[config.mk]
export PLATFORM = sky130hd
export DESIGN_NAME = ahb_decoder
export DESIGN_NICKNAME = d
export VERILOG_FILES = /design/src/logic/map_pkg.sv /design/src/logic/ahb_decoder.sv
export VERILOG_INCLUDE_DIRS = /design/src /design/src/include
export SDC_FILE = /design/constraint.sdc
export NUM_CORES = 1
export LEC_CHECK = 0
export BUFFER_PORTS_ARGS = -buffer_cell sky130_fd_sc_hd__buf_2
export CORE_AREA = 10 10 47 49
export DETAILED_ROUTE_END_ITERATION = 6
export DIE_AREA = 0 0 57 59
export SKIP_LAST_GASP = 1
export SYNTH_ARGS = -nofsm -noshare
export SYNTH_HDL_FRONTEND = slang
export SYNTH_SLANG_ARGS = --single-unit
export TNS_END_PERCENT = 100
[constraint.sdc]
create_clock -name vclk -period 3.5
set_input_delay 0.7 -clock vclk [all_inputs]
set_output_delay 0.7 -clock vclk [all_outputs]
set_load 0.005 [all_outputs]
[src/include/ahb_defines.svh]
`ifndef AHB_DEFINES_SVH
`define AHB_DEFINES_SVH

// bus widths
`define AHB_DATA_W 32
`define AHB_ADDR_W 32

// sram region of 4 KiB
// mask marks the offset bits inside the window
`define SRAM_BASE 32'h0000_0000
`define SRAM_MASK 32'h0000_0FFF

// 256 words so the index wraps every 1 KiB inside the window
`define SRAM_DEPTH_WORDS 256

// register block with a 16-byte window
`define REG_BASE 32'h1000_0000
`define REG_MASK 32'h0000_000F

// read-only id word at register 2
`define REG_ID_VALUE 32'h5A17_0C03

// extra cycles of each register data phase (0, 1 or 2)
`define REG_WAIT_STATES 1

`endif

[src/logic/map_pkg.sv]
package map_pkg;

    localparam int NUM_SLAVES = 3;

    // bit position of each slave in the select vector
    typedef enum logic [1:0] {
        SLV_SRAM    = 2'd0,
        SLV_REG     = 2'd1,
        SLV_DEFAULT = 2'd2
    } slave_id_e;

    // one-hot vector indexed by slave_id_e
    typedef logic [NUM_SLAVES-1:0] hsel_t;

endpackage

[src/logic/ahb_decoder.sv]
`include "ahb_defines.svh"

module ahb_decoder (
    input  logic [`AHB_ADDR_W-1:0] haddr,
    output map_pkg::hsel_t         hsel
);

    import map_pkg::*;

    logic sram_hit;
    logic reg_hit;

    // region match on the bits above the window
    assign sram_hit = (haddr & ~`SRAM_MASK) == `SRAM_BASE;
    assign reg_hit  = (haddr & ~`REG_MASK) == `REG_BASE;

    always_comb begin
        hsel = '0;
        if (sram_hit) begin
            hsel[SLV_SRAM] = 1'b1;
        end else if (reg_hit) begin
            hsel[SLV_REG] = 1'b1;
        end else begin
            // everything else goes to the error slave
            hsel[SLV_DEFAULT] = 1'b1;
        end
    end

endmodule

# --- Word-level counts from Yosys, hierarchy flattened ---
# Index checks and enable logic that the tools add are counted.
totals:
  wordCells: 6
  reg_bits: 0
  output_inout_bits: 3
op_classes:
  eq_ne: 1
  n_reduce_logical: 1
  mux: 4
ops:
  columns: ["operator", "count"]
  rows:
  - ["zero test 32 bit", 1]
  - ["equality test 28 x 25 -> 1 bit (second input constant)", 1]
  - ["2-to-1 mux 1 bit", 3]
  - ["2-to-1 mux 2 bit", 1]

# --- Logic depth before layout (Yosys ltp) ---
logic_depth:
  depth_word: 3
  ltp_mapped: 4
  depth_no_buf: 3

# --- Worst setup path before layout ---
# Ideal clock, no wire load.
synth_path:
  kind: "input -> output"
  startpoint: "in haddr[26]"
  endpoint: "out hsel[0]"
  path_stages: 3
  slack_ps: 1413
  arrival_ps: 1387
  path_buffers: 1
  path_cell_list: "or3_1 -> nor3_1 -> buf_4"
synth_via:
  elab_chain_cells: 2
synth_lines:
  columns: ["item", "line", "text"]
  rows:
  - ["from (decl)", "ahb_decoder.sv:4", "input logic [`AHB_ADDR_W-1:0] haddr,"]
  - ["zero test 32 bit (no source line)", null, null]
  - ["named net sram_hit", "ahb_decoder.sv:10", "logic sram_hit;"]
  - ["2-to-1 mux 1 bit", "ahb_decoder.sv:19", "if (sram_hit) begin"]
  - ["to (decl)", "ahb_decoder.sv:5", "output map_pkg::hsel_t hsel"]
# The timed path passes the listed nets, and every way through them passes these cells.

# --- Worst setup path after layout ---
layout_path:
  startpoint: "in haddr[18]"
  endpoint: "out hsel[2]"
layout_via:
  elab_chain_cells: 3
layout_lines:
  columns: ["item", "line", "text"]
  rows:
  - ["equality test 28 x 25 -> 1 bit (no source line)", null, null]
  - ["2-to-1 mux 1 bit", "ahb_decoder.sv:21", "end else if (reg_hit) begin"]
  - ["2-to-1 mux 2 bit (*)", "ahb_decoder.sv:19", null]
# Mark *: on every way between the ends. The rest lies on a longest branch, timed or not.

==> metrics.yaml <==
status: "complete, no violations"
dp_hpwl_um: 718
grt_pass1_vias: 301
postCtsSetupRepairBufs: 0
fin_tns_setup_ps: 0
fmax_ghz: 0.413
synthAdderAreaFrac_pct: 0
drt_iter0_markers: 0
num_vias: 253
first_pass_iters: 1
die_h_um: 59
synth_top_area_share_pct: 42.6
slowest_stage: "a211o_1"
start_util_pct: 8.39
crit_family: "simple AND/OR/NAND/NOR gates"
yosysWarnings: 0
final_max_slew_viol_count: 0
dieWidth_um: 57
worst_setup_path_end_kind: "primary output"
cp.buffers_inverters: 2
synth_simple_gate_area_share_pct: 86.2
crit_start: "haddr[18]"
grt_usage_pct: 4.07
finalSetupViolCount: 0
drc: 0
antenna_found_initial: 0
syn-cell-area_sq_um: 118
die-area_sq_um: 3360
grt_pass1_wl_mm: 1.21
vias_per_cell: 4.22
areaGrowthSynthToFinish_pct: 143
crit_fanout: 3
synth_xor_area_share_pct: 0
synth_most_common_cell: "nor4_2"
ant_nets: 0
synth_fp_nets: 46
crit_top_cell: "buf_2"
core.rowCount: 14
io_buffer_count: 31
synth-compound-area-share_pct: 7.45
synth.distinct_cells: 9
combPwrFrac_pct: 100.0
nets: 78
diodes: 0
grt_overflow: 0
drive_above_1_share_pct: 81.8
ys_top_cells_by_count: "4 x nor4_2, 3 x nor3_1"
synthCells: 14
synth_mux_area_share_pct: 0
synth_largest_area_cell: "nor4_2"
seqCellArea_sq_um: 0
hp-start: "haddr[28]"
grt_max_degree: 4
synth_top_family_by_area: "simple AND/OR/NAND/NOR gates"
routedWlPerCell_um: 12.3
min_period_ps: 2420
ir_worst_vdd_uv: 15.7
cellPowerDensity_nw_per_um2: 70.6
p_leak_nw: 0.135
syn_area_per_cell_sq_um: 8.40
hold_violations: 0
period_share_pct: 69.2
hold_class: "in -> out"
tightestPinTransition_ps: 213
switching_share_pct: 35.1
nClkBuffers: 0
ctsResizeCount: 0
seq_power_share_pct: 0
start_kind: "input pin"
switchingPower_mw: 0.00707
max_cap_violations: 0
io_pins: 35
fin_util_pct: 20.4
routed_wl_um: 738
synth_area_leaders: "nor4_2 43%, nor3_1 13%, nor4b_2 13%, a211o_1 7.4%, buf_4 6.4%"
seq_area_frac_synth_pct: 0
critPathKind: "in -> out"
rsz0062_at_grt: "no"
p_clk_share_pct: 0
cp_slowest_stage_delay_ps: 310
required_ps: 2800
cts_hold_buffers: 0
n_fill_cell: 165
worst_ep_arrival_time_ps: 1720
seq_cell_count: 0
globalplace.congestion: 0.631
crit_chain: "buf_2, nor4_2, nand4_1, a211o_1, buf_2"
slew_headroom_pct: 85.7
core_area_sq_um: 1400
p_int_mw: 0.0131
[area by class of cell]
| type | count | area (sq um) | area share (%) |
|---|---|---|---|
| repair buffers | 31 | 155 | 54.4 |
| multi-input cells | 13 | 110 | 38.6 |
| well taps | 16 | 20.0 | 7.02 |
[final timing paths]
| path | cells past startpoint | slack [ps] | endpoint |
|---|---|---|---|
| worst max-delay path | 5 | 1080 | hsel[2] |
| worst min-delay path | 3 | 1660 | hsel[0] |
[per-layer routing]
metal	GRT usage, %	share of wire (%)	routed length, um	up-vias
met4	0	0	0	0
met2	6.20	30	224	31
met3	2.36	19	137	0
li1	-	-	-	120
met1	5.15	51	376	102
met5	0	0	0	-
[kinds of logic after synthesis]
kind of cell / after synthesis
buffers and inverters: 1
and+or+nand+nor: 12
AOI/OAI and AO/OA: 1
[stage by stage]
step	setup WS [ps]	cells	hold WS [ps]	instance area (sq um)	total power, mW
floorplan	1410	14	1510	118	0.00307
global placement	1100	60	1660	285	0.0198
detailed placement	1050	60	1660	285	0.0204
CTS	1050	60	1660	285	0.0205
global route	978	60	1680	285	0.0226
finish	1080	60	1660	285	0.0201
[placed cells by master, fill, tap and decap left out, drive strengths merged]
master  netlist  final
or3           1      1
nor4          4      4
nand3         1      1
buf           1     31
nor3          3      3
nor4b         1      1
nor2          1      1
a211o         1      1
nand4         1      1
[power by group through the flow]
stage | combinational (mW) | sequential, mW | clock [mW]
after floorplan | 0.00307 | 0 | 0
after global placement | 0.0198 | 0 | 0
after detailed placement | 0.0204 | 0 | 0
after CTS | 0.0205 | 0 | 0
after global routing | 0.0226 | 0 | 0
final | 0.0201 | 0 | 0
(Power assumes the default switching activity.)
