--- src/include/ahb_defines.svh ---
`ifndef AHB_DEFINES_SVH
`define AHB_DEFINES_SVH

// bus widths
`define AHB_DATA_W 32
`define AHB_ADDR_W 32

// sram region of 4 KiB
// mask marks the offset bits inside the window
`define SRAM_BASE 32'h0000_0000
`define SRAM_MASK 32'h0000_0FFF

// 256 words so the index wraps every 1 KiB inside the window
`define SRAM_DEPTH_WORDS 256

// register block with a 16-byte window
`define REG_BASE 32'h1000_0000
`define REG_MASK 32'h0000_000F

// read-only id word at register 2
`define REG_ID_VALUE 32'h5A17_0C03

// extra cycles of each register data phase (0, 1 or 2)
`define REG_WAIT_STATES 1

`endif

--- src/logic/ahb_pkg.sv ---
`include "ahb_defines.svh"

package ahb_pkg;

    // transfer type
    typedef enum logic [1:0] {
        IDLE   = 2'b00,
        BUSY   = 2'b01,
        NONSEQ = 2'b10,
        SEQ    = 2'b11
    } htrans_e;

    typedef enum logic {
        OKAY  = 1'b0,
        ERROR = 1'b1
    } hresp_e;

    // master request common to all slaves
    typedef struct packed {
        logic [`AHB_ADDR_W-1:0] haddr;
        htrans_e                htrans;
        logic                   hwrite;
        logic [2:0]             hsize;
        logic [`AHB_DATA_W-1:0] hwdata;
    } ahb_req_t;

    // one slave's answer
    typedef struct packed {
        logic                   hreadyout;
        hresp_e                 hresp;
        logic [`AHB_DATA_W-1:0] hrdata;
    } ahb_rsp_t;

endpackage

--- src/logic/map_pkg.sv ---
package map_pkg;

    localparam int NUM_SLAVES = 3;

    // bit position of each slave in the select vector
    typedef enum logic [1:0] {
        SLV_SRAM    = 2'd0,
        SLV_REG     = 2'd1,
        SLV_DEFAULT = 2'd2
    } slave_id_e;

    // one-hot vector indexed by slave_id_e
    typedef logic [NUM_SLAVES-1:0] hsel_t;

endpackage

--- src/logic/ahb_slave_mux.sv ---
module ahb_slave_mux (
    input  logic              HCLK,
    input  logic              HRESETn,
    input  logic              hready,
    input  map_pkg::hsel_t    hsel,
    input  ahb_pkg::ahb_rsp_t rsp_sram,
    input  ahb_pkg::ahb_rsp_t rsp_reg,
    input  ahb_pkg::ahb_rsp_t rsp_default,
    output ahb_pkg::ahb_rsp_t rsp
);

    import ahb_pkg::*;
    import map_pkg::*;

    localparam hsel_t SEL_SRAM    = hsel_t'(1) << SLV_SRAM;
    localparam hsel_t SEL_REG     = hsel_t'(1) << SLV_REG;
    localparam hsel_t SEL_DEFAULT = hsel_t'(1) << SLV_DEFAULT;

    hsel_t hsel_q;

    // select of the current data phase
    always_ff @(posedge HCLK or negedge HRESETn) begin
        if (!HRESETn) begin
            hsel_q <= '0;
        end else if (hready) begin
            hsel_q <= hsel;
        end
    end

    always_comb begin
        case (hsel_q)
            SEL_SRAM:    rsp = rsp_sram;
            SEL_REG:     rsp = rsp_reg;
            SEL_DEFAULT: rsp = rsp_default;
            // idle bus or bad select
            default:     rsp = '{hreadyout: 1'b1, hresp: OKAY, hrdata: '0};
        endcase
    end

endmodule

--- config.mk ---
export PLATFORM = sky130hd
export DESIGN_NAME = ahb_slave_mux
export DESIGN_NICKNAME = d
export VERILOG_FILES = /design/src/logic/ahb_pkg.sv /design/src/logic/map_pkg.sv /design/src/logic/ahb_slave_mux.sv
export VERILOG_INCLUDE_DIRS = /design/src /design/src/include
export SDC_FILE = /design/constraint.sdc
export NUM_CORES = 1
export LEC_CHECK = 0
export BUFFER_PORTS_ARGS = -buffer_cell sky130_fd_sc_hd__buf_2
export CAP_MARGIN = 25
export CORE_MARGIN = 4
export CORE_UTILIZATION = 30
export DETAILED_ROUTE_END_ITERATION = 8
export PLACE_DENSITY = 0.85
export SLEW_MARGIN = 15
export SYNTH_ARGS = -nofsm -noshare
export SYNTH_HDL_FRONTEND = slang
export SYNTH_SLANG_ARGS = --single-unit
--- constraint.sdc ---
create_clock -name HCLK -period 1.5 [get_ports HCLK]
set_input_delay 0.15 -clock HCLK [delete_from_list [all_inputs] [get_ports HCLK]]
set_output_delay 0.15 -clock HCLK [all_outputs]
set_load 0.02 [all_outputs]
* After elaboration in Yosys (flattened, before gate mapping)
Cells that the tools add are included.
** Word-level totals
- Output and inout bits :: 34
- Bits of input ports :: 108
- Register bits :: 3
** Operators by class
- Equality and inequality tests :: 3
- Multiplexer cells :: 1
** Operators with widths (number)
- one-hot mux 34 bit (3 select lines) :: 1
- equality test 3 x 1 -> 1 bit, second input constant :: 1
- equality test 3 x 2 -> 1 bit, second input constant :: 1
- equality test 3 bit, second input constant :: 1

* Longest topological paths before layout
Gate-level depths: netlist (run 1).
- Word-level depth :: 2
- Depth in mapped cells :: 4

* Worst setup path before layout (run 1)
No wires, ideal clock.
- Path kind :: register -> output
- Start :: reg hsel_q[2]
- End :: out rsp[10] (netlist bit)
- Stages on the path, launching flop included :: 5
- Path buffers :: 2
- Data required time :: 1350 ps
- Data arrival time :: 1195 ps
- Path slack :: 155 ps
- Cells stage by stage :: dfrtp_1 -> buf_6 -> buf_6 -> and2_0 -> a221o_1
** RTL lines
- from (decl) :: RTL line ahb_slave_mux.sv:19 : hsel_t hsel_q;
- from (signal assigned) :: RTL line ahb_slave_mux.sv:26 : hsel_q <= hsel;
- to (decl) :: RTL line ahb_slave_mux.sv:9 : output ahb_pkg::ahb_rsp_t rsp

==> summary by stage, run 1 <==
Run status
The flow ran to the end, but the final reports show violations. The final reports fail on negative setup slack.

Global route
The via count of the first global-routing pass is ~1700. The first global-routing pass estimated 7870 um of wire. The total routing usage reported by global routing is 0.186. After global routing the overflow that remains totals 0.

The maximum number of pins on one net before global-route repair is 37. The number of antenna violations at the first check in global routing is 0.

Floorplan
The floorplan has 22 rows. The effective utilization at floorplan is 0.322. The die covers roughly 0.0051 mm^2. The core area is between 0.003 and 0.004 mm^2. In this run the horizontal extent of the chip is roughly 72 um. The I/O pin total is 142.

The die height is approximately 72 um.

Yosys
By instance count, the leading cell after synthesis is nor4bb_1. In the synthesized netlist the dominant register cell turns out to be dfrtp_1. nor4bb_1 takes more of the synthesized area than any other cell. The share of the synthesized area in the top cell type is 0.280. Sorting the synthesized cells by area gives the leading types as nor4bb_1 28%, a221o_1 26%, and2_1 11%, buf_6 7.4%, dfrtp_1 6.2%.

After synthesis the cells add up to 0.00121 mm^2. When the netlist entered floorplanning its net count stood at 240. The average instance in the mapped netlist occupies roughly 9.2 um^2. In this run, synthesis inferred 0 flip-flops with an integrated enable.

The post-synthesis cell count is roughly 130. By count the netlist is led by 34 x nor4bb_1, 32 x a221o_1, 22 x and2_1. The post-synthesis async set-or-reset flop share is 1.00. The share of the Yosys chip area taken by registers is 0.0619. The number of synthesized register bits is 3. The number of different library cells in the post-synthesis netlist is 17.

The total number of yosys warnings is 0.

Critical path
The kind of start point of the critical path is a register. The setup check on the worst reg-to-reg path leaves a slack of about 0.45 ns. The number of cells on the worst reg-to-reg path is 2. In this run the critical register-to-register path is captured at hsel_q[0]$_DFFE_PN0P_. The data required time at the worst endpoint is 1.35 ns. In this run the worst setup path terminates at rsp[32]. In this run the worst setup path begins at hsel_q[1]$_DFFE_PN0P_.

STA puts the critical path data arrival time at ~1.5 ns. The launch point of the worst reg-to-reg path is hsel_q[0]$_DFFE_PN0P_. In this run the worst path has a maximum fanout of 8.

The type of element capturing the critical path is a primary output. By startpoint and endpoint, the worst setup path is classified as register to primary output.

Cells and area
The register with the most flip-flops in the layout has 3 of them. The layout overhead on the synthesized area is 88.8%. The area occupied by multi-input gates is approximately 0.0010 mm^2.

The largest registers in the layout are hsel_q (3). Summing all flip-flop and latch instances after layout gives 78.8 um^2. At the end of the flow, the number of nets in the layout was 384. The number of antenna diodes in the final layout is 0.

The filler cell count in the final layout is between 300 and 400. The final design utilization is 0.607. More flip-flops sit in one register than any other, and that register is hsel_q. In the final layout, the share of cells above drive strength 1 is 0.651.

CTS
The clock net sink count is 3. Clock-pin slew was measured on the worst setup and hold paths at ~0.030 ns. Clock tree synthesis inserted a total of 3 buffers. The CTS tree is done. Counting along the longest clock path gives a buffer depth of 2. CTS placed an instance of clkbuf_8 at the clock tree root.

CTS built an H-tree with a depth of 1. The latest clock arrival within the worst-skew pair is between 0.2 and 0.25 ns.

Pwr
The share of total power dissipated in combinational logic is 0.750. The net switching share of the total power is 0.399. Of the total power, registers draw 0.077. In this run the static leakage power is approximately 1.1 nW. The cell internal power dissipation is approximately 0.82 mW. IR analysis of the VDD net gives a maximum drop of between 0.5 and 0.6 mV. The switching power summed over all nets is 0.548 mW. Dividing total power by cell area gives a power density of about 600 mW/mm^2. The clock network fraction of design power is 0.173.

Route
The first detailed-routing pass took 4 iterations. The via count normalized by instance count is between 5 and 6. The aggregate routed wire length is around 5400 um. The detailed-route DRC error count is 0. The violation count after the first detailed-route iteration is 53. Dividing the detail-routed wire length by the instance count gives about 17 um. The number of antenna-violating nets in the routed design is 0. The overall via count from detail_route is ~1700.

Timing
The count of final max-slew check failures came to 0. The slew of the pin with the lowest slew margin is 0.286 ns. Between clock sinks in the finished design, the worst skew comes to 0 ns. The period utilization is 1.13. Across all setup checks in the final design, the least slack found is -0.188 ns. The worst hold margin is roughly 0.17 ns. The total count of hold-check failures in the final report came to 0. Setup violations remaining at the end of the flow were counted as 34. For the finished layout, the period the worst path requires is roughly 1.7 ns. The headroom to the max-slew limit is 0.807. Based on the critical path, the design can be clocked at up to 592 MHz.

Setup repair after global routing could not meet its margin everywhere.

Placed design
At the end of routability-driven placement, the weighted congestion stood at just over 0.8. The count of buffers added on input and output ports is around 140. The post-detailed-placement half-perimeter wirelength is 3570 um.

Worst hold path
The min-delay analysis places its worst path in the category input pin to register. The startpoint of the most critical hold path is hsel[2].

Job
Across the run, the number of max-cap violations was 0.
==> routing by layer <==
| layer | GRT usage | up-vias | share of wire |
|---|---|---|---|
| met4 | 0.0480 | 0 | 0.0093 |
| met3 | 0.0238 | 6 | 0.083 |
| met5 | 0 | - | 0 |
| met1 | 0.208 | 818 | 0.36 |
| met2 | 0.363 | 87 | 0.55 |
| li1 | - | 837 | - |
==> worst min-delay path by stage <==
stage,endpoint,slack (ns),cells after the start
after CTS,hsel_q[2]$_DFFE_PN0P_,0.17,2
after floorplan,hsel_q[0]$_DFFE_PN0P_,-0.15,0
after detailed placement,hsel_q[0]$_DFFE_PN0P_,-0.05,1
final,hsel_q[2]$_DFFE_PN0P_,0.17,2
after global routing,hsel_q[2]$_DFFE_PN0P_,0.19,2
after global placement,hsel_q[0]$_DFFE_PN0P_,-0.06,1
==> cell type report <==
class | count | share of cell area
Sequential cell | 3 | 0.0344
Inverter | 1 | 0.00164
Tap cell | 48 | 0.0262
Multi-Input combinational cell | 108 | 0.451
Clock buffer | 4 | 0.0197
Timing Repair Buffer | 159 | 0.467
==> cells in the final DEF (no fill, tap or decap) <==
| cell type | count |
|---|---|
| nor4bb_2 | 6 |
| clkbuf_1 | 1 |
| buf_8 | 2 |
| a221oi_2 | 1 |
| nor4bb_1 | 27 |
| mux2_2 | 3 |
| and2_1 | 22 |
| nor3b_4 | 1 |
| buf_2 | 110 |
| nor4bb_4 | 1 |
| dlygate4sd3_1 | 1 |
| inv_1 | 1 |
| buf_6 | 29 |
| dfrtp_2 | 3 |
| buf_12 | 2 |
| nor2_4 | 2 |
| nor2b_1 | 1 |
| clkbuf_4 | 1 |
| clkbuf_8 | 3 |
| a211o_1 | 1 |
| a221o_1 | 32 |
| nor4b_2 | 1 |
| and2_0 | 10 |
| buf_4 | 14 |
==> power groups by stage <==
stage	Combinational (mW)	Clock, mW	Sequential, mW
floorplan	0.553	0	0.100
CTS	0.953	0.242	0.108
global placement	0.784	0	0.104
finish	1.03	0.237	0.106
detailed placement	0.801	0	0.105
global route	1.10	0.254	0.107
==> worst max-delay path, stage by stage (launching register included) <==
cell and delay (ns):
dfrtp_2 0.41, nor3b_4 0.17, buf_6 0.12, buf_6 0.13, a221o_1 0.35, buf_6 0.14
==> stage by stage <==
| stage | worst slack [ns] | cell area [um^2] | total power, mW | TNS [ns] | cells |
|---|---|---|---|---|---|
| floorplan | 0.155 | 1210 | 0.653 | 0 | 132 |
| global placement | -0.135 | 1880 | 0.889 | -3.19 | 307 |
| detailed placement | -0.155 | 1880 | 0.906 | -4.04 | 307 |
| CTS | -0.166 | 2180 | 1.30 | -4.92 | 319 |
| global route | -0.228 | 2290 | 1.46 | -6.61 | 323 |
| finish | -0.188 | 2290 | 1.37 | -5.15 | 323 |
==> cells by family (layout without fill, tap and decap cells) <==
group / Yosys count / count (layout) / synth area share
buf+inv: 22 / 164 / 0.139
simple gates: 70 / 71 / 0.488
mux: 3 / 3 / 0.0278
compound gates: 34 / 34 / 0.284
flops: 3 / 3 / 0.0619
==> repair_timing <==
action	in CTS	in global routing
hold buffers	1	0
endpoints found under the setup margin	34	34
hold endpoints to repair	3	0
cloned	2	1
resized for setup	54	23
setup buffers	5	4
pin swaps	2	20
(Power assumes the default switching activity.)
==> run 2: changes to the inputs <==
--- a/config.mk
+++ b/config.mk
@@ -8,10 +8,11 @@
 export LEC_CHECK = 0
 export BUFFER_PORTS_ARGS = -buffer_cell sky130_fd_sc_hd__buf_2
 export CAP_MARGIN = 25
+export CORE_ASPECT_RATIO = 1.25
 export CORE_MARGIN = 4
-export CORE_UTILIZATION = 30
+export CORE_UTILIZATION = 34
 export DETAILED_ROUTE_END_ITERATION = 8
-export PLACE_DENSITY = 0.85
+export PLACE_DENSITY = 0.93
 export SLEW_MARGIN = 15
 export SYNTH_ARGS = -nofsm -noshare
 export SYNTH_HDL_FRONTEND = slang
==> summary by stage, run 2 (synthesis results as in run 1) <==
Run status
The flow ran to the end, but the final reports show violations. The checks that failed: negative setup slack.

CTS
Buffers inserted during clock tree synthesis total 3. The root buffer cell is clkbuf_8. The clock passes through at most 2 buffers. The number of H-tree levels is 1. Clock-pin slew was measured on the worst setup and hold paths at around 0.030 ns. The CTS tree is done. The clock net sink count is 3.

The latest clock arrival within the worst-skew pair is between 0.2 and 0.25 ns.

Timing
The total count of hold-check failures in the final report came to 0. The final worst setup slack is -0.200 ns. The period utilization is 1.13. The shortest period the worst path allows is 1.70 ns.

The headroom to the max-slew limit is 0.692. Clock skew on the completed layout was measured at 0 ns. For the pin with the worst max-slew slack, the measured transition is ~0.46 ns. The final number of setup-violating endpoints is 34. Setup repair after global routing could not meet its margin everywhere. The count of final max-slew check failures is 0.

The maximum achievable frequency is 588 MHz.

Pwr
The leakage power figure is around 1.1 nW. The internal portion of the total power is roughly 0.73 mW. The power density relative to cell area is around 580 mW/mm^2. Of the total power, the share spent switching nets is 0.426. In this run the power spent charging and discharging nets is 0.545 mW.

The clock network fraction of design power is 0.193. Of the total power, combinational logic draws 0.721. Total power for the finished layout comes to roughly 1.3 mW. Of the total power, registers draw 0.086.

The worst-case IR drop observed on VDD is 0.618 mV.

Placed design
Including well taps, the total number of placed cells is 298. The last weighted congestion value of the routability-driven placer is 0.863. The number of port buffers is ~140. The post-detailed-placement half-perimeter wirelength is ~3400 um. The total cell area at the placement stage is ~0.0019 mm^2.

Worst hold path
The sink of the worst hold path is hsel_q[2]$_DFFE_PN0P_. Counting instances, the worst hold path has a depth of 2. The worst hold path begins at hsel[2].

The worst min-delay path class is input pin to register.

Route
Dividing the detail-routed via count by the number of cells gives between 5 and 6. The first detailed-routing pass took 4 iterations. The aggregate routed wire length is between 4000 and 5000 um.

The violation count after the first detailed-route iteration is 43. The number of antenna-violating nets in the routed design is 0. The overall via count from detail_route is ~1700. In the routed design, unresolved DRC markers number 0. After detailed routing, the average wire length per cell comes to 15.8 um.

Floorplan
The I/O pin total is around 140. The die is ~75 um tall. The initialized floorplan defines 24 standard-cell rows. After floorplanning, the core was sized to cover roughly 0.0035 mm^2. The floorplan step defined a die boundary enclosing between 0.004 and 0.005 mm^2. For this configuration, the core starts out at a cell density of 0.351. The die is 61.4 um wide.

Critical path
The worst setup path is captured at a primary output. The worst setup path is launched from a register. The worst register-to-register path begins at hsel_q[0]$_DFFE_PN0P_. Data on the critical path is required at its endpoint by between 1 and 1.5 ns. The reg-to-reg setup timing slack is roughly 0.43 ns.

By startpoint and endpoint, the worst setup path is classified as register to primary output. For the worst setup path, the data arrival time is approximately 1.6 ns. The reg-to-reg critical path endpoint is hsel_q[0]$_DFFE_PN0P_. The maximum net fanout on the critical path is 36. Measured in cells, the most critical reg-to-reg path has a length of 2.

Cells and area
hsel_q holds more flip-flops than any other register. The library cells used most frequently in the layout, excluding fill and tap cells, are 140 x buf_2, 32 x a221o_1, 22 x and2_1. In the final layout, the registers with the most flip-flops are hsel_q (3). The post-route cell area is ~0.0022 mm^2. The final net count is approximately 380. The most common library cell in the layout ignoring fill and taps is buf_2. The number of antenna repair diodes is 0. The area growth from synthesis to layout is 80.4%. Of the cells placed in the final design, the portion with a size suffix greater than 1 is 0.698. The finished layout holds 307 standard cells, fillers aside. At the end of the flow the core is filled with cells to 0.634. The register with the most flip-flops in the layout has 3 of them.

Job
The count of max-cap constraint violations is 0.

Global route
Entering global routing, the biggest net connects 56 pins. The number of antenna violations at the first check in global routing is 0. The wire length of the first global-routing pass is approximately 6600 um. After global routing the overflow that remains totals 0.

The via count of the first global-routing pass is approximately 1600. In the global route stage, overall resource usage came out at 0.185.
-- run 2: area by class of cell --
class                   instances  area [um^2]
well taps                      39         48.8
clock buffers                   4         45.0
repair buffers                152          860
fillers                       284         1260
multi-input cells             108         1150
flip-flops and latches          3         78.8
inverters                       1         3.75
-- run 2: how the worst max path moves through the flow --
stage / from / end / slack [ns] / depth (start not counted)
after global routing: hsel_q[1]$_DFFE_PN0P_ / rsp[20] / -0.27 / 4
final: hsel_q[1]$_DFFE_PN0P_ / rsp[31] / -0.20 / 4
after CTS: hsel_q[1]$_DFFE_PN0P_ / rsp[14] / -0.18 / 4
after global placement: hsel_q[0]$_DFFE_PN0P_ / rsp[12] / -0.09 / 3
after floorplan: hsel_q[2]$_DFFE_PN0P_ / rsp[10] / 0.16 / 4
after detailed placement: hsel_q[0]$_DFFE_PN0P_ / rsp[12] / -0.13 / 3
-- run 2: power by group through the flow --
stage               combinational, mW  sequential, mW  clock (mW)
global placement                0.786           0.105           0
finish                          0.921           0.110       0.247
global route                    0.986           0.112       0.262
CTS                             0.859           0.109       0.250
floorplan                       0.553           0.100           0
detailed placement              0.799           0.105           0
-- run 2: what timing repair did --
action / in CTS / in global routing
setup endpoints to repair: 34 / 34
gates resized for setup: 12 / 22
buffers inserted: 3 / 0
gates cloned: 1 / 0
hold buffers: 1 / 0
endpoints found under the hold margin: 3 / 0
pin swaps: 1 / 0
-- run 2: metrics by stage --
stage          TNS (ns)  hold slack, ns  setup WS [ns]
4_1_cts           -5.40           0.156         -0.179
6_report          -5.95           0.158         -0.200
2_1_floorplan         0          -0.146          0.155
3_3_place_gp      -2.64         -0.0533        -0.0943
5_1_grt           -7.66           0.165         -0.268
3_5_place_dp      -3.52         -0.0513         -0.127
-- run 2: routing by layer --
metal | GRT usage | vias up | part of all wire
li1 | - | 824 | -
met4 | 0.0542 | 0 | 0.013
met3 | 0.0257 | 7 | 0.079
met1 | 0.190 | 792 | 0.35
met2 | 0.371 | 81 | 0.56
met5 | 0 | - | 0
-- run 2: worst max-delay path: stages, from the launching register on --
cell and delay (ns):
dfrtp_2 0.46, buf_12 0.20, nor4bb_2 0.32, a221o_1 0.15, buf_2 0.16
