[config.mk]
export PLATFORM = sky130hd
export DESIGN_NAME = ahb_reg_slave
export DESIGN_NICKNAME = d
export VERILOG_FILES = /design/src/logic/ahb_pkg.sv /design/src/logic/ahb_reg_slave.sv
export VERILOG_INCLUDE_DIRS = /design/src /design/src/include
export SDC_FILE = /design/constraint.sdc
export NUM_CORES = 1
export LEC_CHECK = 0
export ABC_AREA = 1
export ABC_CLOCK_PERIOD_IN_PS = 1900
export BUFFER_PORTS_ARGS = -buffer_cell sky130_fd_sc_hd__buf_2
export CORE_MARGIN = 5
export CORE_UTILIZATION = 40
export DETAILED_ROUTE_END_ITERATION = 7
export PLACE_DENSITY = 0.69
export SLEW_MARGIN = 25
export SYNTH_ARGS = -nofsm -noshare
export SYNTH_HDL_FRONTEND = slang
export SYNTH_SLANG_ARGS = --single-unit
[constraint.sdc]
create_clock -name HCLK -period 1.9 [get_ports HCLK]
set_input_delay 0.19 -clock HCLK [delete_from_list [all_inputs] [get_ports HCLK]]
set_output_delay 0.19 -clock HCLK [all_outputs]
set_load 0.02 [all_outputs]
[src/include/ahb_defines.svh]
`ifndef AHB_DEFINES_SVH
`define AHB_DEFINES_SVH

// bus widths
`define AHB_DATA_W 32
`define AHB_ADDR_W 32

// sram region of 4 KiB
// mask marks the offset bits inside the window
`define SRAM_BASE 32'h0000_0000
`define SRAM_MASK 32'h0000_0FFF

// 256 words so the index wraps every 1 KiB inside the window
`define SRAM_DEPTH_WORDS 256

// register block with a 16-byte window
`define REG_BASE 32'h1000_0000
`define REG_MASK 32'h0000_000F

// read-only id word at register 2
`define REG_ID_VALUE 32'h5A17_0C03

// extra cycles of each register data phase (0, 1 or 2)
`define REG_WAIT_STATES 1

`endif

[src/logic/ahb_pkg.sv]
`include "ahb_defines.svh"

package ahb_pkg;

    // transfer type
    typedef enum logic [1:0] {
        IDLE   = 2'b00,
        BUSY   = 2'b01,
        NONSEQ = 2'b10,
        SEQ    = 2'b11
    } htrans_e;

    typedef enum logic {
        OKAY  = 1'b0,
        ERROR = 1'b1
    } hresp_e;

    // master request common to all slaves
    typedef struct packed {
        logic [`AHB_ADDR_W-1:0] haddr;
        htrans_e                htrans;
        logic                   hwrite;
        logic [2:0]             hsize;
        logic [`AHB_DATA_W-1:0] hwdata;
    } ahb_req_t;

    // one slave's answer
    typedef struct packed {
        logic                   hreadyout;
        hresp_e                 hresp;
        logic [`AHB_DATA_W-1:0] hrdata;
    } ahb_rsp_t;

endpackage

[src/logic/ahb_reg_slave.sv]
`include "ahb_defines.svh"

module ahb_reg_slave (
    input  logic              HCLK,
    input  logic              HRESETn,
    input  logic              hready,
    input  logic              hsel,
    input  ahb_pkg::ahb_req_t req,
    output ahb_pkg::ahb_rsp_t rsp
);

    import ahb_pkg::*;

    localparam int WAIT_W = $clog2(`REG_WAIT_STATES + 2);
    localparam logic [WAIT_W-1:0] WAITS = WAIT_W'(`REG_WAIT_STATES);

    logic                   accept;
    logic                   dp_active;
    logic                   dp_write;
    logic [1:0]             dp_sel;
    logic [WAIT_W-1:0]      wait_cnt;
    logic                   do_write;
    logic [`AHB_DATA_W-1:0] scratch0;
    logic [`AHB_DATA_W-1:0] scratch1;
    logic [`AHB_DATA_W-1:0] write_cnt;

    assign accept   = hsel && hready && (req.htrans == NONSEQ || req.htrans == SEQ);
    assign do_write = dp_active && dp_write && (wait_cnt == '0) && hready;

    // data phase tracking and wait-state countdown
    always_ff @(posedge HCLK or negedge HRESETn) begin
        if (!HRESETn) begin
            dp_active <= 1'b0;
            dp_write  <= 1'b0;
            wait_cnt  <= '0;
        end else if (wait_cnt != '0) begin
            wait_cnt <= wait_cnt - 1'b1;
        end else if (hready) begin
            dp_active <= accept;
            dp_write  <= accept && req.hwrite;
            wait_cnt  <= accept ? WAITS : '0;
        end
    end

    always_ff @(posedge HCLK) begin
        if (accept) begin
            dp_sel <= req.haddr[3:2];
        end
    end

    // writes to id and count are dropped but still counted
    always_ff @(posedge HCLK or negedge HRESETn) begin
        if (!HRESETn) begin
            scratch0  <= '0;
            scratch1  <= '0;
            write_cnt <= '0;
        end else if (do_write) begin
            write_cnt <= write_cnt + 1'b1;
            if (dp_sel == 2'd0) begin
                scratch0 <= req.hwdata;
            end else if (dp_sel == 2'd1) begin
                scratch1 <= req.hwdata;
            end
        end
    end

    always_comb begin
        rsp.hreadyout = !(dp_active && wait_cnt != '0);
        rsp.hresp     = OKAY;
        rsp.hrdata    = '0;
        if (dp_active && !dp_write) begin
            case (dp_sel)
                2'd0:    rsp.hrdata = scratch0;
                2'd1:    rsp.hrdata = scratch1;
                2'd2:    rsp.hrdata = `REG_ID_VALUE;
                default: rsp.hrdata = write_cnt;
            endcase
        end
    end

endmodule

* Yosys cells after proc, flatten, opt, wreduce, memory -nomap -nowiden
Cells that the tools add are included.
W data, S select, Z words.
** Storage, ports and cells
- Bits in registers :: 102
- Latch bits :: 0
- RAM bits :: 0
- Bits in read-only memories :: 0
- Input bits :: 74
- Output and inout port bits :: 34
- Logic and storage cells :: 38
- Memories :: 0
** Operators by class
- Add/sub/neg operators :: 2
- Multiply operators :: 0
- Div/mod/pow operators :: 0
- $lt $le $gt $ge :: 0
- Eq/ne operators :: 4
- Shift-type cells :: 0
- Multiplexer cells :: 5
- Bitwise logic cells :: 2
- Reduce and logical (&&, ||, !) cells :: 18
** Operator list (number)
- $pmux W32 S3 :: 1
- $add A32 B1 Y32 const B :: 1
- $mux W32 :: 1
- $logic_and A1 B1 Y1 :: 8
- $eq A2 B2 Y1 const B :: 3
- $logic_not A2 Y1 :: 2
- $mux W2 :: 2
- $reduce_and A2 Y1 :: 2
- $reduce_bool A2 Y1 :: 2
- $reduce_and A3 Y1 :: 1
- $eq A2 B1 Y1 const B :: 1
- $logic_not A1 Y1 :: 2
- $not A1 Y1 :: 2
- $sub A2 B1 Y2 const B :: 1
- $logic_or A1 B1 Y1 :: 1
- $mux W1 :: 1

* Longest topological paths before layout
Gate-level depths: netlist of the first run.
- Depth in word-level cells :: 6
- Depth in mapped cells :: 10
- Gate-level depth less buffers :: 10

* Least setup slack after synthesis of the first run
Ideal clock, no wire load.
- Path kind :: reg2out
- From :: register dp_sel[0]
- To :: output rsp[2] (netlist bit)
- Arrival :: 1.416 ns
- Required time :: 1.710 ns
- Slack :: 0.294 ns
- Cell stages (with the launch flop) :: 6
- Buffers on the path :: 2
- Path through :: edfxtp_1 -> buf_2 -> nand2_1 -> buf_2 -> o22ai_1 -> nor3_1
** RTL lines
- start, declared :: line ahb_reg_slave.sv:20 : logic [1:0] dp_sel;
- start signal, assigned :: line ahb_reg_slave.sv:47 : dp_sel <= req.haddr[3:2];
- end, declared :: line ahb_reg_slave.sv:9 : output ahb_pkg::ahb_rsp_t rsp

==> impl_results.rst, run 1 <==
.. list-table::
   :header-rows: 1

   * - Metric
     - Value
   * - Number of cells produced by synthesis
     - 702
   * - Leakage power figure
     - 3.26 nW
   * - Worst setup SP type
     - flip-flop
   * - Power per unit of standard cell area
     - 838 nW/um^2
   * - Total track usage
     - 17.4%
   * - Fin crit period
     - 1.91 ns
   * - Share of final-layout standard cells stronger than drive strength 1
     - 16.9%
   * - Wire length per cell
     - 13.9 microns
   * - Total number of clock tree sinks
     - 102
   * - Unique cell type count in the Yosys netlist
     - 29
   * - Via count of the first global-routing pass
     - 4724
   * - Min-Delay Path Class
     - in2reg
   * - Die width
     - 124 microns
   * - Max clock buf depth
     - 2
   * - Top area cells in the synthesized netlist
     - sky130_fd_sc_hd__dfrtp_1, sky130_fd_sc_hd__nand2_1, sky130_fd_sc_hd__o21ai_0
   * - Area occupied by multi-input gates
     - 2230 sq um
   * - Upper clock frequency limit
     - 524 MHz
   * - Number of antenna diodes
     - 0
   * - Final Hold Fails
     - 0
   * - Outcome
     - finished with violations
   * - Cell Count, Final, Fillers Out
     - 961
   * - Final total power
     - 5.27 mW
   * - Routed metal-1 wire length
     - 6280 microns
   * - Post-Place Setup Slack
     - 0.171 ns
   * - Top-level I/O count
     - 108
   * - Sequential element share of the synthesized area
     - 49.0%
   * - Floorplan Core Area
     - 12700 sq um
   * - Area of the mapped netlist
     - 5230 sq um
   * - Final worst-path cycle share
     - 100%
   * - Failing checks
     - negative setup slack
   * - Post-route design area
     - 6290 sq um
   * - Critical Path AT
     - 1.72 ns
   * - Crit. End Element
     - output port
   * - Mapped Nets
     - 777
   * - Total Nets Final
     - 859
   * - WL final
     - 13300 microns
   * - Antenna violations before repair
     - 0
   * - Met3 Wirelength
     - 557 microns
   * - Leading cell types in the layout, fill and taps excluded
     - sky130_fd_sc_hd__nand2_1, sky130_fd_sc_hd__dfrtp_1, sky130_fd_sc_hd__inv_1
   * - Detailed-placement wirelength estimate
     - 9490 microns
   * - Placed inst area
     - 5840 sq um
   * - Grt total ovfl
     - 0
   * - Clock transition time at the flip-flop clock pins of the worst setup and hold paths
     - 0.07 ns
   * - Number of rows in the core area
     - 41
   * - Final setup fails
     - 3
   * - Post-route DRC violation count
     - 0
   * - Cell type with the highest aggregate area in the netlist
     - sky130_fd_sc_hd__dfrtp_1
   * - Initial Utilization
     - 41.1%
   * - Die area
     - 15500 sq um
   * - Post-Synthesis Mean Instance Area
     - 7.44 sq um
   * - Vias per cell
     - 4.86
   * - Final hold slack
     - 0.0272 ns
   * - Pin count of the biggest net entering global routing
     - 65
   * - #FFs+latches synth
     - 102
   * - Depth of the most critical reg-to-reg path
     - 7
   * - Post-route antenna net violation count
     - 0
   * - Top metal layer carrying routed signals
     - met4
   * - CTS Buf Count
     - 9
   * - RePlAce Congestion
     - 0.954
   * - Vias after detailed routing
     - 4675
   * - Port-buffer cells
     - 72
   * - Wire length of the first global-routing pass
     - 22400 microns
   * - Inst Count DP
     - 935
   * - Max FO, Critical Path
     - 12
   * - Skew-Pair Late Insertion Delay
     - 0.34 ns
   * - Number of cells traversed by the worst hold path
     - 1
   * - Filler Cell Count
     - 1289
   * - Max Cap Violations
     - 0
   * - Worst clock skew
     - 0.00762 ns
   * - Yosys warnings
     - 0
   * - Initial drt markers
     - 242
   * - Worst setup path category
     - reg2out
   * - Worst vdd rail ir drop
     - 508 uV
   * - CTS HTree Levels
     - 3
   * - Data required time of the worst path
     - 1.71 ns
   * - Final Slew Violations
     - 0
   * - Setup repair after global routing missed its margin
     - true
   * - Detailed-router iteration count before antenna repair
     - 5
   * - Met2 Wirelength
     - 6310 microns
   * - Area taken by flip-flops and latches
     - 2560 sq um
   * - Area share of the largest cell type after synthesis
     - 47.9%
   * - Most common cell after layout, fill and taps aside
     - sky130_fd_sc_hd__nand2_1
   * - Area growth from synthesis to final layout
     - 20.4%
   * - Buffer cell driving the clock tree root
     - sky130_fd_sc_hd__clkbuf_16
   * - Vertical die dimension
     - 124 microns
   * - TritonCTS clock tree
     - done
   * - Final critical-path setup slack
     - -0.00918 ns
through the flow:
step                      setup TNS, ns  util (%)
final                           -0.0214      49.5
after detailed placement              0      45.9
after global routing              -2.09      49.5
after CTS                        -0.156      48.7
after global placement                0      45.9
after floorplan                       0         -
cell type report:
cell class                      instances  share of cell area, %
Clock inverter                          6                  0.616
Timing Repair Buffer                   95                   10.2
Inverter                               95                   5.85
Tap cell                              172                   3.42
Clock buffer                           10                   3.64
Timing Repair inverter                  1                  0.139
Multi-Input combinational cell        480                   35.4
Sequential cell                       102                   40.7
worst max-delay path: stages (launching register included):
cell and delay (ns):
sky130_fd_sc_hd__edfxtp_1 0.47, sky130_fd_sc_hd__nor2_4 0.17, sky130_fd_sc_hd__inv_1 0.21, sky130_fd_sc_hd__o21ai_1 0.25, sky130_fd_sc_hd__a21oi_1 0.10, sky130_fd_sc_hd__buf_2 0.17
state kept, by name (all words and copies together) (netlist names):
name,count
scratch0,32
scratch1,32
write_cnt,32
dp_sel,2
wait_cnt,2
dp_active,1
dp_write,1
repair_timing:
item                                   4_1_cts  5_1_grt
endpoints found under the hold margin       22        0
gates cloned                                 1        0
resized for setup                           13       16
hold buffers                                 1        0
buffers inserted                             4        4
setup endpoints to repair                   27       32
routing by layer:
layer | global-route usage [%] | vias up
met3 | 2.79 | 15
met5 | 0 | -
met2 | 28.1 | 110
met4 | 6.00 | 0
met1 | 23.9 | 2187
li1 | - | 2363
synth_stat cells:
| master | number |
|---|---|
| sky130_fd_sc_hd__nand2_1 | 256 |
| sky130_fd_sc_hd__dfrtp_1 | 100 |
| sky130_fd_sc_hd__inv_1 | 92 |
| sky130_fd_sc_hd__o21ai_0 | 79 |
| sky130_fd_sc_hd__nor2_1 | 41 |
| sky130_fd_sc_hd__nand3_1 | 29 |
| sky130_fd_sc_hd__a21oi_1 | 14 |
| sky130_fd_sc_hd__buf_2 | 13 |
| sky130_fd_sc_hd__o211ai_1 | 11 |
| sky130_fd_sc_hd__xor2_1 | 11 |
| sky130_fd_sc_hd__clkbuf_1 | 10 |
| sky130_fd_sc_hd__nand4_1 | 7 |
| sky130_fd_sc_hd__nor3_1 | 7 |
| sky130_fd_sc_hd__xnor2_1 | 5 |
| sky130_fd_sc_hd__nor2_2 | 4 |
| sky130_fd_sc_hd__o22ai_1 | 4 |
| sky130_fd_sc_hd__nand2_2 | 3 |
| sky130_fd_sc_hd__nor2_4 | 3 |
| sky130_fd_sc_hd__edfxtp_1 | 2 |
| sky130_fd_sc_hd__inv_2 | 2 |
| sky130_fd_sc_hd__buf_4 | 1 |
| sky130_fd_sc_hd__buf_6 | 1 |
| sky130_fd_sc_hd__clkinv_1 | 1 |
| sky130_fd_sc_hd__conb_1 | 1 |
| sky130_fd_sc_hd__ha_1 | 1 |
| sky130_fd_sc_hd__nand3_2 | 1 |
| sky130_fd_sc_hd__nand3b_1 | 1 |
| sky130_fd_sc_hd__nand4_2 | 1 |
| sky130_fd_sc_hd__nor3_2 | 1 |
power by group:
part           internal [mW]  switching (mW)  total, mW
sequential              2.45           0.175       2.63
combinational          0.382           0.581      0.962
clock                  0.886           0.798       1.68
total                   3.72            1.55       5.27
final timing paths:
check / startpoint / slack, ns / endpoint
worst max-delay path: dp_sel[1] / -0.009 / rsp[10]
worst min-delay path: req[40] / 0.03 / dp_sel[0]
worst max register to register: write_cnt[0] / 0.14 / write_cnt[14]
worst min register to register: scratch0[17] / 0.48 / scratch0[17]
max in group asynchronous: HRESETn / 1.03 / write_cnt[16]
min in group asynchronous: HRESETn / 0.30 / scratch1[6]
cell families (layout without fill, tap and decap cells):
logic type / Yosys count / count (layout) / synth area share, %
flip-flops: 102 / 102 / 49.0
buffers and inverters: 120 / 207 / 9.15
AO/OA/AOI/OAI: 108 / 108 / 11.0
AND/OR/NAND/NOR: 354 / 354 / 27.9
other: 1 / 1 / 0.0718
XOR/XNOR: 16 / 16 / 2.68
adder cells (fa/ha/maj): 1 / 1 / 0.239
No activity file was read; power rests on OpenSTA's default activity.
==> inputs of run 2 (changes only) <==
- BUFFER_PORTS_ARGS: -buffer_cell sky130_fd_sc_hd__buf_2 -> -buffer_cell sky130_fd_sc_hd__buf_4
==> impl_results.rst, run 2 (same netlist as run 1, synthesis figures left out) <==
.. list-table::
   :header-rows: 1

   * - Metric
     - Value
   * - Max-slew headroom at the worst pin
     - 64.6%
   * - Data required time of the worst path
     - 1.71 ns (about the same)
   * - Die area
     - 15500 sq um (unchanged)
   * - Part of the power in the clock network
     - 35.3% (was 31.9%)
   * - Worst setup SP type
     - flip-flop (unchanged)
   * - Final Slew Violations
     - 0 (unchanged)
   * - Relative contribution of sequential cells to total power
     - 46.9% (was 49.8%)
   * - Most common cell after layout, fill and taps aside
     - sky130_fd_sc_hd__nand2_1 (unchanged)
   * - RePlAce Congestion
     - 0.933 (was 0.954)
   * - Vias after detailed routing
     - 4651 (was 4675)
   * - Total track usage
     - 17.1% (was 17.4%)
   * - Worst setup path category
     - reg2out (unchanged)
   * - Total number of clock tree sinks
     - 102 (unchanged)
   * - Net Switching
     - 1.60 mW (was 1.55 mW)
   * - Top-level I/O count
     - 108 (unchanged)
   * - Outcome
     - finished with violations (unchanged)
   * - CTS HTree Levels
     - 3 (unchanged)
   * - Vertical die dimension
     - 124 microns (unchanged)
   * - Leakage power figure
     - 3.32 nW (was 3.26 nW)
   * - Post-route antenna net violation count
     - 0 (unchanged)
   * - TritonCTS clock tree
     - done (unchanged)
   * - Switching part of the total
     - 28.6% (was 29.5%)
   * - Leading cell types in the layout, fill and taps excluded
     - sky130_fd_sc_hd__nand2_1, sky130_fd_sc_hd__dfrtp_1, sky130_fd_sc_hd__inv_1 (unchanged)
   * - Met3 Wirelength
     - 626 microns (was 557 microns)
   * - Buffer cell driving the clock tree root
     - sky130_fd_sc_hd__clkbuf_16 (unchanged)
   * - Share of final-layout standard cells stronger than drive strength 1
     - 16.6% (was 16.9%)
   * - Final worst-path cycle share
     - 100% (about the same)
   * - Failing checks
     - negative setup slack (unchanged)
   * - Final Hold Fails
     - 0 (unchanged)
   * - Power per unit of standard cell area
     - 864 nW/um^2 (was 838 nW/um^2)
   * - Number of rows in the core area
     - 41 (unchanged)
   * - WL final
     - 13300 microns (about the same)
   * - Post-Route Setup TNS
     - -0.00197 ns (was -0.0214 ns)
   * - Total Nets Final
     - 859 (unchanged)
   * - Fin crit period
     - 1.90 ns (was 1.91 ns)
   * - Max clock buf depth
     - 2 (unchanged)
   * - Die width
     - 124 microns (unchanged)
   * - Area growth from synthesis to final layout
     - 24.0% (was 20.4%)
   * - Floorplan Core Area
     - 12700 sq um (unchanged)
   * - Max FO, Critical Path
     - 12 (unchanged)
   * - Via count of the first global-routing pass
     - 4494 (was 4724)
   * - Cell Count, Final, Fillers Out
     - 961 (unchanged)
   * - Port-buffer cells
     - 72 (unchanged)
   * - Met2 Wirelength
     - 6330 microns (was 6310 microns)
   * - CTS Buf Count
     - 9 (unchanged)
   * - Wire length per cell
     - 13.9 microns (about the same)
   * - Clock transition time at the flip-flop clock pins of the worst setup and hold paths
     - 0.07 ns (about the same)
   * - Initial Utilization
     - 41.1% (unchanged)
   * - Worst clock skew
     - 0.00742 ns (was 0.00762 ns)
   * - Skew-Pair Late Insertion Delay
     - 0.35 ns (was 0.34 ns)
   * - Wire length of the first global-routing pass
     - 22000 microns (was 22400 microns)
   * - Upper clock frequency limit
     - 526 MHz (was 524 MHz)
   * - Final setup fails
     - 1 (was 3)
   * - Top metal layer carrying routed signals
     - met4 (unchanged)
   * - Final critical-path setup slack
     - -0.00197 ns (was -0.00918 ns)
   * - Crit. End Element
     - output port (unchanged)
   * - Combinational share of power
     - 17.8% (was 18.2%)
   * - Vias per cell
     - 4.84 (was 4.86)
   * - Worst vdd rail ir drop
     - 384 uV (was 508 uV)
   * - Number of antenna diodes
     - 0 (unchanged)
   * - Min-Delay Path Class
     - in2reg (unchanged)
   * - Registers with the most flip-flops
     - scratch0 (32), scratch1 (32), write_cnt (32) (unchanged)
   * - Transition time of the tightest slew-check pin
     - 0.531 ns
   * - Max Cap Violations
     - 0 (unchanged)
   * - Detailed-placement wirelength estimate
     - 9490 microns (about the same)
   * - Inst Count DP
     - 938 (was 935)
   * - Critical Path AT
     - 1.71 ns (was 1.72 ns)
   * - Antenna violations before repair
     - 0 (unchanged)
   * - Setup repair after global routing missed its margin
     - true (unchanged)
   * - Initial drt markers
     - 273 (was 242)
   * - Total internal power
     - 3.99 mW (was 3.72 mW)
   * - Routed metal-1 wire length
     - 6190 microns (was 6280 microns)
   * - Grt total ovfl
     - 0 (unchanged)
   * - Detailed-router iteration count before antenna repair
     - 5 (unchanged)
   * - Pin count of the biggest net entering global routing
     - 65 (unchanged)
   * - Post-route DRC violation count
     - 0 (unchanged)
[run 2: power groups by stage]
stage	Clock (mW)	Combinational (mW)	Sequential, mW
4_1_cts	2.01	0.932	2.62
6_report	1.98	0.994	2.63
5_1_grt	2.09	1.12	2.66
3_3_place_gp	0	0.908	2.65
3_5_place_dp	0	0.925	2.66
2_1_floorplan	0	0.555	2.62
[run 2: repair_timing]
item / 4_1_cts / 5_1_grt
endpoints found under the hold margin: 37 / 0
hold buffers: 1 / 0
resized for setup: 6 / 15
endpoints found under the setup margin: 14 / 33
gates cloned: 0 / 1
pin swaps: 0 / 1
setup buffers: 0 / 5
[run 2: critical path, stage by stage, from the launching register on]
cell	delay [ns]
sky130_fd_sc_hd__edfxtp_1	0.48
sky130_fd_sc_hd__nor2_4	0.16
sky130_fd_sc_hd__inv_1	0.21
sky130_fd_sc_hd__o21ai_1	0.25
sky130_fd_sc_hd__a21oi_1	0.10
sky130_fd_sc_hd__buf_4	0.17
[run 2: path summary, 6_finish.rpt]
path                               startpoint            end  slack (ns)  depth (start not counted)
worst max-delay path                dp_sel[1]        rsp[25]      -0.002                          5
worst min-delay path                  req[41]      dp_sel[1]        0.01                          1
worst max register to register    wait_cnt[0]   scratch0[22]        0.26                          7
worst min register to register  write_cnt[31]  write_cnt[31]        0.47                          2
max in group asynchronous             HRESETn   scratch0[14]        0.87                          3
min in group asynchronous             HRESETn       dp_write        0.40                          2
[run 2: final cells by class]
type | instances | area (sq um)
well taps | 172 | 215
multi-input cells | 480 | 2220
repair buffers | 95 | 788
flip-flops and latches | 102 | 2560
clock buffers | 10 | 250
repair inverters | 1 | 6.26
clock inverters | 6 | 75.1
inverters | 95 | 368
fillers | 1292 | 6240
[run 2: through the flow]
stage	utilization, %	cell area (sq um)	worst slack, ns	power [mW]	hold slack, ns
4_1_cts	50.1	6370	-0.0126	5.56	0.00817
5_1_grt	50.9	6480	-0.111	5.87	0.00880
6_report	50.9	6480	-0.00197	5.60	0.0146
3_5_place_dp	47.4	6030	0.168	3.58	0.205
3_3_place_gp	47.4	6030	0.231	3.56	0.203
2_1_floorplan	-	5230	0.294	3.17	-0.106
[run 2: layer usage]
metal	global-route usage [%]	up-vias
met2	27.6	110
met3	2.44	18
li1	-	2354
met4	5.54	0
met1	23.8	2169
met5	0	-
==> inputs of run 3 (changes only) <==
- CORE_UTILIZATION: 40 -> 23
- GPL_TIMING_DRIVEN: unset -> 0
- PLACE_DENSITY: 0.69 -> 0.48
- RECOVER_POWER: unset -> 25
==> impl_results.rst, run 3 (same netlist as run 1, synthesis figures left out) <==
.. list-table::
   :header-rows: 1

   * - Metric
     - Value
   * - Final critical-path setup slack
     - -0.104 ns (was -0.00197 ns)
   * - Initial Utilization
     - 23.2% (was 41.1%)
   * - Fin util
     - 32.2% (was 50.9%)
   * - Fin crit period
     - 2.00 ns (was 1.90 ns)
   * - Post-route DRC violation count
     - 0 (unchanged)
   * - Critical register-to-register path endpoint
     - scratch0[22] (unchanged)
   * - Vertical die dimension
     - 161 microns (was 124 microns)
   * - Total track usage
     - 13.4% (was 17.1%)
   * - Filler Cell Count
     - 2388 (was 1292)
   * - Area growth from synthesis to final layout
     - 38.9% (was 24.0%)
   * - Registers with the most flip-flops
     - scratch0 (32), scratch1 (32), write_cnt (32) (unchanged)
   * - CTS Buf Count
     - 9 (unchanged)
   * - Part of the power in the clock network
     - 31.8% (was 35.3%)
   * - Die width
     - 161 microns (was 124 microns)
   * - Clock transition time at the flip-flop clock pins of the worst setup and hold paths
     - 0.08 ns (was 0.07 ns)
   * - Detailed-placement wirelength estimate
     - 12200 microns (was 9490 microns)
   * - Worst clock skew
     - 0.0131 ns (was 0.00742 ns)
   * - Critical Path AT
     - 1.81 ns (was 1.71 ns)
   * - R2r setup slk
     - 0.07 ns (was 0.26 ns)
   * - Vias after detailed routing
     - 4884 (was 4651)
   * - Final Slew Violations
     - 0 (unchanged)
   * - Max clock buf depth
     - 2 (unchanged)
   * - Top-level I/O count
     - 108 (unchanged)
   * - Final Hold Fails
     - 0 (unchanged)
   * - Outcome
     - finished with violations (unchanged)
   * - Initial drt markers
     - 238 (was 273)
   * - Max-slew headroom at the worst pin
     - 9.95% (was 64.6%)
   * - Wire length of the first global-routing pass
     - 27200 microns (was 22000 microns)
   * - Failing checks
     - negative setup slack (unchanged)
   * - Area occupied by multi-input gates
     - 2480 sq um (was 2220 sq um)
   * - Share of final-layout standard cells stronger than drive strength 1
     - 27.6% (was 16.6%)
   * - Worst setup SP type
     - flip-flop (unchanged)
   * - Max FO, Critical Path
     - 4 (was 12)
   * - Reg2reg start
     - wait_cnt[0] (unchanged)
   * - Upper clock frequency limit
     - 499 MHz (was 526 MHz)
   * - Net Switching
     - 1.80 mW (was 1.60 mW)
   * - Floorplan Core Area
     - 22500 sq um (was 12700 sq um)
   * - Detailed-router iteration count before antenna repair
     - 6 (was 5)
   * - Via count of the first global-routing pass
     - 4794 (was 4494)
   * - Met3 Wirelength
     - 583 microns (was 626 microns)
   * - Combinational share of power
     - 21.5% (was 17.8%)
   * - Post-route design area
     - 7260 sq um (was 6480 sq um)
   * - Most common cell after layout, fill and taps aside
     - sky130_fd_sc_hd__nand2_1 (unchanged)
   * - Worst vdd rail ir drop
     - 386 uV (was 384 uV)
   * - Post-Route Setup TNS
     - -0.975 ns (was -0.00197 ns)
   * - Power per unit of standard cell area
     - 783 nW/um^2 (was 864 nW/um^2)
   * - Buffer cell driving the clock tree root
     - sky130_fd_sc_hd__clkbuf_16 (unchanged)
   * - Final hold slack
     - 0.0535 ns (was 0.0146 ns)
   * - Number of cells traversed by the worst hold path
     - 3 (was 1)
   * - Skew-Pair Late Insertion Delay
     - 0.36 ns (was 0.35 ns)
   * - Die area
     - 25800 sq um (was 15500 sq um)
   * - Depth of the most critical reg-to-reg path
     - 6 (was 7)
   * - Vias per cell
     - 4.42 (was 4.84)
   * - Total number of clock tree sinks
     - 102 (unchanged)
   * - Hold path endpoint
     - dp_write (was dp_sel[1])
   * - CTS HTree Levels
     - 3 (unchanged)
   * - Pin count of the biggest net entering global routing
     - 101 (was 65)
   * - Post-route antenna net violation count
     - 0 (unchanged)
   * - Met2 Wirelength
     - 8470 microns (was 6330 microns)
   * - Cell Count, Final, Fillers Out
     - 1104 (was 961)
   * - Final setup fails
     - 26 (was 1)
   * - Grt total ovfl
     - 0 (unchanged)
   * - Final total power
     - 5.69 mW (was 5.60 mW)
   * - Number of rows in the core area
     - 55 (was 41)
   * - WL final
     - 17400 microns (was 13300 microns)
   * - Antenna violations before repair
     - 0 (unchanged)
   * - Post-Place Setup Slack
     - -0.378 ns (was 0.168 ns)
   * - Routed metal-1 wire length
     - 7900 microns (was 6190 microns)
   * - Data required time of the worst path
     - 1.71 ns (about the same)
   * - Top metal layer carrying routed signals
     - met4 (unchanged)
   * - Placed inst area
     - 6130 sq um (was 6030 sq um)
   * - Crit. End Element
     - output port (unchanged)
   * - Worst setup path category
     - reg2out (unchanged)
   * - Switching part of the total
     - 31.6% (was 28.6%)
   * - Min-Delay Path Class
     - in2reg (unchanged)
   * - Transition time of the tightest slew-check pin
     - 1.35 ns (was 0.531 ns)
   * - Inst Count DP
     - 1059 (was 938)
   * - Total Nets Final
     - 889 (was 859)
   * - Number of antenna diodes
     - 0 (unchanged)
   * - RePlAce Congestion
     - 0.860 (was 0.933)
   * - Setup repair after global routing missed its margin
     - true (unchanged)
   * - Leading cell types in the layout, fill and taps excluded
     - sky130_fd_sc_hd__nand2_1, sky130_fd_sc_hd__dfrtp_1, sky130_fd_sc_hd__inv_1 (unchanged)
   * - Max Cap Violations
     - 0 (unchanged)
   * - Total internal power
     - 3.89 mW (was 3.99 mW)
   * - Area taken by flip-flops and latches
     - 2560 sq um (about the same)
   * - TritonCTS clock tree
     - done (unchanged)
   * - Wire length per cell
     - 15.7 microns (was 13.9 microns)
   * - Relative contribution of sequential cells to total power
     - 46.7% (was 46.9%)
   * - Startpoint of the worst hold path
     - req[35] (was req[41])
   * - Leakage power figure
     - 3.56 nW (was 3.32 nW)
   * - Final worst-path cycle share
     - 105% (was 100%)
   * - Port-buffer cells
     - 72 (unchanged)
==> run 3: changes by cell type in the layout (fill, tap and decap cells not counted), sizes merged <==
| cell | delta |
|---|---|
| buf | +11 |
| bufinv | -1 |
| clkbuf | +17 |
| clkinvlp | -1 |
| dlygate4sd3 | +2 |
| inv | +2 |
==> run 3: layout make-up <==
| cell class | count | area share (%) |
|---|---|---|
| timing repair buffer | 100 | 13.2 |
| timing repair inverter | 1 | 0.121 |
| tap | 285 | 4.91 |
| buffer | 25 | 3.33 |
| sequential | 102 | 35.3 |
| clock inverter | 6 | 0.603 |
| inverter | 95 | 5.19 |
| clock buffer | 10 | 3.16 |
| multi-input combinational | 480 | 34.1 |
==> run 3: metal layers <==
| layer | vias up | global-route usage [%] |
|---|---|---|
| met2 | 97 | 21.6 |
| met5 | - | 0 |
| met3 | 26 | 2.54 |
| met1 | 2339 | 18.0 |
| li1 | 2422 | - |
| met4 | 0 | 4.73 |
==> run 3: worst max path at each step <==
stage / startpoint / endpoint / cells past startpoint
after floorplan: dp_sel[0] / rsp[2] / 5
after global placement: dp_sel[0] / rsp[22] / 8
after detailed placement: dp_active / rsp[27] / 6
after CTS: dp_sel[1] / rsp[13] / 9
after global routing: dp_sel[1] / rsp[1] / 8
final: dp_sel[1] / rsp[1] / 8
==> run 3: what timing repair did <==
item / in CTS / in global routing
gates resized for setup: 105 / 75
cloned: 3 / 3
setup buffers: 16 / 4
endpoints found under the hold margin: 6 / 0
hold buffers: 3 / 0
setup endpoints to repair: 32 / 49
pin swaps: 13 / 16
==> run 3: power by group through the flow <==
stage	Clock (mW)	Sequential [mW]	Combinational [mW]
detailed placement	0	2.67	0.943
finish	1.81	2.66	1.22
global route	1.94	2.69	1.35
CTS	1.84	2.63	1.14
floorplan	0	2.62	0.555
global placement	0	2.66	0.933
==> run 3: worst max-delay path, cell delays in order, from the launching register on <==
cell and delay [ns]:
sky130_fd_sc_hd__edfxtp_1 0.51, sky130_fd_sc_hd__inv_2 0.18, sky130_fd_sc_hd__buf_4 0.13, sky130_fd_sc_hd__buf_6 0.09, sky130_fd_sc_hd__nand2_1 0.04, sky130_fd_sc_hd__nand2_1 0.07, sky130_fd_sc_hd__o21ai_2 0.07, sky130_fd_sc_hd__a21oi_2 0.21
sky130_fd_sc_hd__buf_6 0.15
